[src/design/issue_defs.svh]
`ifndef ISSUE_DEFS_SVH
`define ISSUE_DEFS_SVH

// Instruction and data word width
`define INSTR_W 16

// Queue entries, also the credit pool size after reset
`define QUEUE_DEPTH 4

// Past issue cycles checked for hazards
// one per later pipeline stage (ID, EX, MEM, WB)
`define HIST_DEPTH 4

// Field widths inside an instruction word
`define OPCODE_W 5
`define REG_IDX_W 3
`define MEM_IMM_W 5

`endif

[src/design/issuePkg.sv]
`include "issue_defs.svh"

package issuePkg;

    typedef logic [`INSTR_W-1:0]                 instrT;
    typedef logic [`REG_IDX_W-1:0]               regIdxT;
    typedef logic [`INSTR_W-1:0]                 addrT;
    typedef logic [$clog2(`QUEUE_DEPTH + 1)-1:0] creditT;
    typedef logic [`OPCODE_W-1:0]                opcodeT;

    // Full opcodes
    localparam opcodeT opHalt   = 5'b00000;
    localparam opcodeT opNop    = 5'b00001;
    localparam opcodeT opStore  = 5'b10000;
    localparam opcodeT opLoad   = 5'b10001;
    localparam opcodeT opAluReg = 5'b11011;

    // Opcode classes, top three bits
    localparam logic [2:0] clsJump   = 3'b001;
    localparam logic [2:0] clsAluImm = 3'b010;
    localparam logic [2:0] clsBranch = 3'b011;

    function automatic opcodeT opcodeOf(instrT instr);
        return instr[15:11];
    endfunction

    function automatic logic isHalt(instrT instr);
        return opcodeOf(instr) == opHalt;
    endfunction

    function automatic logic isNop(instrT instr);
        return opcodeOf(instr) == opNop;
    endfunction

    function automatic regIdxT srcA(instrT instr);
        return instr[10:8];
    endfunction

    function automatic regIdxT srcB(instrT instr);
        return instr[7:5];
    endfunction

    function automatic logic writesReg(instrT instr);
        return (opcodeOf(instr) == opAluReg) || (opcodeOf(instr) == opLoad) ||
               (instr[15:13] == clsAluImm);
    endfunction

    // Register ALU writes bits 4-2, immediate forms write bits 7-5
    function automatic regIdxT destReg(instrT instr);
        return (opcodeOf(instr) == opAluReg) ? instr[4:2] : instr[7:5];
    endfunction

    function automatic logic isMemOp(instrT instr);
        return (opcodeOf(instr) == opLoad) || (opcodeOf(instr) == opStore);
    endfunction

    function automatic addrT memImm(instrT instr);
        return {{(`INSTR_W - `MEM_IMM_W){instr[4]}}, instr[4:0]};
    endfunction

    function automatic logic isCtrl(instrT instr);
        return (instr[15:13] == clsJump) || (instr[15:13] == clsBranch);
    endfunction

endpackage

[src/design/fetchUnit.sv]
`include "issue_defs.svh"

module fetchUnit
    import issuePkg::*;
(
    input  logic  clk,
    input  logic  arstN,
    input  logic  run,
    output addrT  imemAddr,
    input  instrT imemData,
    output logic  pushValid,
    output instrT pushInstr,
    input  logic  creditReturn,
    output logic  halted
);

    addrT   pc;
    creditT creditCnt;
    logic   fetchOk;
    logic   fetchGo;
    logic   haltSeen;

    assign imemAddr = pc;

    // A read slot exists this cycle
    assign fetchOk  = run && !halted && (creditCnt != '0);
    assign haltSeen = fetchOk && isHalt(imemData);
    // Halt word itself is never pushed
    assign fetchGo  = fetchOk && !isHalt(imemData);

    always_ff @(posedge clk or negedge arstN) begin
        if (!arstN) begin
            pc        <= '0;
            halted    <= 1'b0;
            pushValid <= 1'b0;
            creditCnt <= creditT'(`QUEUE_DEPTH);
        end else begin
            pushValid <= fetchGo;
            if (fetchGo) begin
                pc <= pc + addrT'(1);
            end
            if (haltSeen) begin
                halted <= 1'b1;
            end
            // Spend on fetch, refund on each queue pop
            creditCnt <= creditCnt - creditT'(fetchGo) + creditT'(creditReturn);
        end
    end

    always_ff @(posedge clk) begin
        if (fetchGo) begin
            pushInstr <= imemData;
        end
    end

    creditBound: assert property (
        @(posedge clk) disable iff (!arstN)
        creditCnt <= creditT'(`QUEUE_DEPTH)
    ) else $error("credit count above queue depth");

endmodule

[src/design/instrQueue.sv]
`include "issue_defs.svh"

module instrQueue
    import issuePkg::*;
(
    input  logic  clk,
    input  logic  arstN,
    input  logic  pushValid,
    input  instrT pushInstr,
    output logic  headValid,
    output instrT headInstr,
    input  logic  pop,
    output logic  creditReturn
);

    localparam int PtrW = $clog2(`QUEUE_DEPTH);

    instrT            mem [`QUEUE_DEPTH];
    logic [PtrW-1:0]  wrPtr;
    logic [PtrW-1:0]  rdPtr;
    creditT           count;
    logic             doPop;

    // Wraps at the last entry, depth need not be a power of two
    function automatic logic [PtrW-1:0] nextPtr(logic [PtrW-1:0] p);
        return (p == PtrW'(`QUEUE_DEPTH - 1)) ? '0 : p + PtrW'(1);
    endfunction

    assign headValid = (count != '0);
    assign headInstr = mem[rdPtr];
    assign doPop     = pop && headValid;

    always_ff @(posedge clk or negedge arstN) begin
        if (!arstN) begin
            wrPtr        <= '0;
            rdPtr        <= '0;
            count        <= '0;
            creditReturn <= 1'b0;
        end else begin
            if (pushValid) begin
                wrPtr <= nextPtr(wrPtr);
            end
            if (doPop) begin
                rdPtr <= nextPtr(rdPtr);
            end
            count        <= count + creditT'(pushValid) - creditT'(doPop);
            // One credit back per entry leaving
            creditReturn <= doPop;
        end
    end

    always_ff @(posedge clk) begin
        if (pushValid) begin
            mem[wrPtr] <= pushInstr;
        end
    end

    // Producer must respect its credits
    noOverflow: assert property (
        @(posedge clk) disable iff (!arstN)
        pushValid |-> (count != creditT'(`QUEUE_DEPTH)) || doPop
    ) else $error("push into full instruction queue");

    noUnderflow: assert property (
        @(posedge clk) disable iff (!arstN)
        pop |-> headValid
    ) else $error("pop from empty instruction queue");

endmodule

[src/design/hazardIssue.sv]
`include "issue_defs.svh"

module hazardIssue
    import issuePkg::*;
(
    input  logic   clk,
    input  logic   arstN,
    input  logic   headValid,
    input  instrT  headInstr,
    output logic   pop,
    output regIdxT rsAddr,
    input  instrT  rsData,
    output logic   issueValid,
    output instrT  issueInstr,
    output logic   bubble
);

    // Issue history with entry 0 as the previous cycle
    logic   histValid  [`HIST_DEPTH];
    logic   histWrites [`HIST_DEPTH];
    regIdxT histDest   [`HIST_DEPTH];
    logic   histMem    [`HIST_DEPTH];
    addrT   histAddr   [`HIST_DEPTH];

    logic   ctrlPrev;
    regIdxT headSrcA;
    regIdxT headSrcB;
    addrT   headAddr;
    logic   regHaz;
    logic   memHaz;
    logic   stall;

    assign headSrcA = srcA(headInstr);
    assign headSrcB = srcB(headInstr);

    // Base register for the memory address
    assign rsAddr   = headSrcA;
    assign headAddr = rsData + memImm(headInstr);

    // RAW and memory conflicts against the last few issue cycles
    always_comb begin
        regHaz = 1'b0;
        memHaz = 1'b0;
        for (int i = 0; i < `HIST_DEPTH; i++) begin
            if (histValid[i] && histWrites[i] &&
                ((histDest[i] == headSrcA) || (histDest[i] == headSrcB))) begin
                regHaz = 1'b1;
            end
            if (histValid[i] && histMem[i] && (histAddr[i] == headAddr)) begin
                memHaz = 1'b1;
            end
        end
        // A nop reads nothing
        if (isNop(headInstr)) begin
            regHaz = 1'b0;
        end
        if (!isMemOp(headInstr)) begin
            memHaz = 1'b0;
        end
    end

    // Jump or branch issued last cycle costs one slot
    assign stall = regHaz || memHaz || ctrlPrev;
    assign pop   = headValid && !stall;

    always_ff @(posedge clk or negedge arstN) begin
        if (!arstN) begin
            for (int i = 0; i < `HIST_DEPTH; i++) begin
                histValid[i] <= 1'b0;
            end
            ctrlPrev   <= 1'b0;
            issueValid <= 1'b0;
            bubble     <= 1'b0;
        end else begin
            // Empty cycles and bubbles shift in as invalid
            histValid[0] <= pop;
            for (int i = 1; i < `HIST_DEPTH; i++) begin
                histValid[i] <= histValid[i-1];
            end
            ctrlPrev   <= pop && isCtrl(headInstr);
            issueValid <= pop;
            bubble     <= headValid && stall;
        end
    end

    // Payload is read only under its valid bit
    always_ff @(posedge clk) begin
        histWrites[0] <= writesReg(headInstr);
        histDest[0]   <= destReg(headInstr);
        histMem[0]    <= isMemOp(headInstr);
        histAddr[0]   <= headAddr;
        for (int i = 1; i < `HIST_DEPTH; i++) begin
            histWrites[i] <= histWrites[i-1];
            histDest[i]   <= histDest[i-1];
            histMem[i]    <= histMem[i-1];
            histAddr[i]   <= histAddr[i-1];
        end
        if (pop) begin
            issueInstr <= headInstr;
        end
    end

    issueOrBubble: assert property (
        @(posedge clk) disable iff (!arstN)
        !(issueValid && bubble)
    ) else $error("issue and bubble in the same cycle");

endmodule

[src/design/issueTop.sv]
module issueTop
    import issuePkg::*;
(
    input  logic   clk,
    input  logic   arstN,
    input  logic   run,
    output addrT   imemAddr,
    input  instrT  imemData,
    output regIdxT rsAddr,
    input  instrT  rsData,
    output logic   issueValid,
    output instrT  issueInstr,
    output logic   bubble,
    output logic   halted
);

    // Fetch to queue, credit handshake
    logic  pushValid;
    instrT pushInstr;
    logic  creditReturn;

    // Queue to issue stage
    logic  headValid;
    instrT headInstr;
    logic  pop;

    fetchUnit u_fetch (
        .clk          (clk),
        .arstN        (arstN),
        .run          (run),
        .imemAddr     (imemAddr),
        .imemData     (imemData),
        .pushValid    (pushValid),
        .pushInstr    (pushInstr),
        .creditReturn (creditReturn),
        .halted       (halted)
    );

    instrQueue u_queue (
        .clk          (clk),
        .arstN        (arstN),
        .pushValid    (pushValid),
        .pushInstr    (pushInstr),
        .headValid    (headValid),
        .headInstr    (headInstr),
        .pop          (pop),
        .creditReturn (creditReturn)
    );

    hazardIssue u_issue (
        .clk        (clk),
        .arstN      (arstN),
        .headValid  (headValid),
        .headInstr  (headInstr),
        .pop        (pop),
        .rsAddr     (rsAddr),
        .rsData     (rsData),
        .issueValid (issueValid),
        .issueInstr (issueInstr),
        .bubble     (bubble)
    );

endmodule

[config.mk]
export PLATFORM = sky130hd
export DESIGN_NAME = issueTop
export DESIGN_NICKNAME = d
export VERILOG_FILES = /design/src/design/issuePkg.sv /design/src/design/fetchUnit.sv /design/src/design/instrQueue.sv /design/src/design/hazardIssue.sv /design/src/design/issueTop.sv
export VERILOG_INCLUDE_DIRS = /design/src /design/src/design
export SDC_FILE = /design/constraint.sdc
export NUM_CORES = 1
export LEC_CHECK = 0
export BUFFER_PORTS_ARGS = -buffer_cell sky130_fd_sc_hd__buf_2
export CORE_ASPECT_RATIO = 1.1
export CORE_MARGIN = 8
export CORE_UTILIZATION = 50
export DETAILED_ROUTE_END_ITERATION = 10
export HOLD_SLACK_MARGIN = 0.03
export PLACE_DENSITY = 0.72
export SLEW_MARGIN = 20
export SYNTH_ARGS = -nofsm -noshare
export SYNTH_HDL_FRONTEND = slang
export SYNTH_HIERARCHICAL = 1
export SYNTH_SLANG_ARGS = --single-unit
[constraint.sdc]
create_clock -name clk -period 8.6 [get_ports clk]
set_clock_uncertainty 0.1 [all_clocks]
set_input_delay 0 -clock clk [delete_from_list [all_inputs] [get_ports clk]]
set_output_delay 0 -clock clk [all_outputs]
set_load 0.05 [all_outputs]
==> results.ini <==
[sta]
fin_crit_sh_pct=76.7
maxSlewHeadroom_pct=39.3
finalMaxSlewViolations=0
tightest_slew_ns=0.910
hold_slack_ns=0.0411
finalHoldViolCount=0
clock.fmax_mhz=152
tns_ns=0
period_needed_ns=6.59
setup_viol=0
rsz0062_at_grt=false

[clocking]
cts_buffers=22
clk_latency_ns=0.50
cts.sinks=215
postCtsSetupBuffers=0
cts_tree=done
cts.path.max_buffers=3
clk_pin_slew_worst_paths_ns=0.06
hold_buffers=21
cts_resized=0
htreeDepth=1
root_buffer=clkbuf_16

[global_route]
grt_usage_pct=16.6
grt_pass1_wl_mm=31.3
grt-ovfl-total=0
grt_antenna_before_repair=0
grt_pass1_vias=5949
grt_max_degree=36

[logic_synthesis]
yosys-top-cells-area=edfxtp_1, dfxtp_1, dfrtp_1
ys_top_cells_by_count=edfxtp_1, dfxtp_1, xnor2_1
synth.net_count=738
synth_most_common_cell=edfxtp_1
seq_area_frac_synth_pct=58.0
yosys_register_bits=215
synth-edff-count=96
yosysUniqueCellTypes=84
async_reset_ff_share_pct=16.3
synth.avg_cell_area_um2=13.9
synthesis.area_mm2=0.00938
synth_warnings=6
yosys.area.top_type_share_pct=30.7
ys.flop_type=edfxtp_1
yosys.area.top_type=edfxtp_1
synth_cells=675

[floorplanning]
core_area_mm2=0.0184
fp.dieArea_mm2=0.0234
die_x_um=147
rows=52
start_util_pct=50.9
die_h_um=160
io_pins=73

[placement]
port_buffers=72
routabilityCongestion=0.889
dp_hpwl_mm=14.3
postPlaceCellArea_mm2=0.00988

[detailed_routing]
wire_per_inst_um=19.2
first_pass_iters=5
drt_iter0_markers=372
wirelength_mm=19.7
drcViolationCount=0
via_per_inst=5.51
vias=5655
detail-route-antenna-nets=0

[critical_path]
cp_max_fo=19
cp-end-kind=flip-flop
cp.arrival_ns=6.91
crit_required_ns=8.92
crit_type=flip-flop to flip-flop
start_kind=flip-flop
slowest_stage=mux4_1
reg2reg_depth=22
crit_cells=22
slowest_delay_ns=0.96
critPathBufInv=5
cp_cell_sequence=buf_4 > mux4_1 > ha_1 > o21ai_0 > a22o_4 > a2111oi_1 > o311a_1 > nand4_1 > a2111o_1 > nor4_1 > o41ai_1 > nor2b_1 > buf_4 > o31ai_1 > inv_1 > ha_1 > inv_1 > ha_1 > inv_1 > fa_1 > xnor2_1 > xnor2_1
cp_top_family=compound AO/OA/AOI/OAI gates

[final_layout]
antenna_cells=0
areaGrowthSynthToFinish_pct=15.5
nNetsFinal=831
final_area_mm2=0.0108
drive_above_1_share_pct=20.7

[flow_run]
cap_violations=0

[outcome]
outcome=completed

[hold_path]
worstHoldPathType=input port to flip-flop
holdPathStages=3

==> flip-flops by register name (all words and copies together), names as in the netlist, 2 cells and up <==
signal              cells
u_fetch/imemAddr       16
u_queue/rdPtr           2
u_queue/count           3
u_issue/histDest       12
u_issue/histValid       4
u_issue/histWrites      4
u_queue/wrPtr           2
u_fetch/pushInstr      16
u_queue/mem            64
u_fetch/creditCnt       3
u_issue/issueInstr     16
u_issue/histAddr       64
u_issue/histMem         4
==> worst paths after layout <==
check                                                  end  slack [ns]                     startpoint
min in group asynchronous  u_fetch/imemAddr[1]$_DFFE_PN0P_        0.05                          arstN
min                         u_issue/histAddr[0][2]$_DFF_P_        0.04                      rsData[2]
min reg2reg                  u_issue/histWrites[1]$_DFF_P_        0.25  u_issue/histWrites[0]$_DFF_P_
max in group asynchronous     u_queue/wrPtr[0]$_DFFE_PN0P_        7.81                          arstN
max                             u_queue/count[2]$_DFF_PN0_        2.01   u_queue/rdPtr[0]$_DFFE_PN0P_
max reg2reg                     u_queue/count[2]$_DFF_PN0_        2.01   u_queue/rdPtr[0]$_DFFE_PN0P_
==> worst min-delay path: cells and delay by family <==
family	cells	cell delay [ns]
xor+xnor	1	0.21
fa+ha+maj	1	0.26
buf+inv	1	0.08
==> stage by stage <==
step                      cells  setup WS (ns)  utilization (%)
after global routing       1027           1.73             58.8
final                      1027           2.01             58.8
after detailed placement    966           2.06             53.7
after CTS                  1027           2.05             58.8
after floorplan             675           2.51                -
after global placement      966           2.27             53.7
==> cell type report <==
class	instances	area (µm²)
Inverter	17	63.8
Timing Repair Buffer	96	593
Fill cell	1403	7580
Clock buffer	28	626
Multi-Input combinational cell	416	3690
Sequential cell	215	5440
Clock inverter	12	113
Tap cell	243	304
==> logic make-up (layout without fill, tap and decap cells) <==
logic type	after synthesis	in the layout	synth area share, %
mux	23	23	5.03
xor+xnor	114	114	12.4
compound gates	95	95	8.59
simple gates	156	156	9.34
buf+inv	44	153	2.62
flops	215	215	58.0
fa+ha+maj	28	28	3.98
==> per-layer routing <==
metal / GRT usage, % / routed length, µm / share of wire (%)
met1: 20.9 / 8570 / 43
met3: 2.91 / 959 / 4.9
met4: 5.25 / 462 / 2.3
met2: 28.4 / 9740 / 49
met5: 0 / 0 / 0
==> cell usage in the layout, fill, tap and decap left out, types with 9 or more instances in the layout <==
cell | Yosys | final
a21oi_1 | 21 | 21
buf_2 | 9 | 72
clkbuf_16 | 0 | 23
dfrtp_1 | 34 | 34
dfxtp_1 | 84 | 84
dlygate4sd3_1 | 0 | 21
edfxtp_1 | 96 | 96
ha_1 | 25 | 25
inv_1 | 17 | 17
nand2_1 | 36 | 36
nand3_1 | 10 | 10
nand4_1 | 21 | 21
nor2_1 | 16 | 16
nor3_1 | 20 | 20
nor4_1 | 9 | 9
o21ai_0 | 10 | 10
xnor2_1 | 55 | 55
xor2_1 | 45 | 45
Power is left out: the tool's default activity adds up to more than one toggle a clock period on the data nets, which glitch-free logic cannot reach.
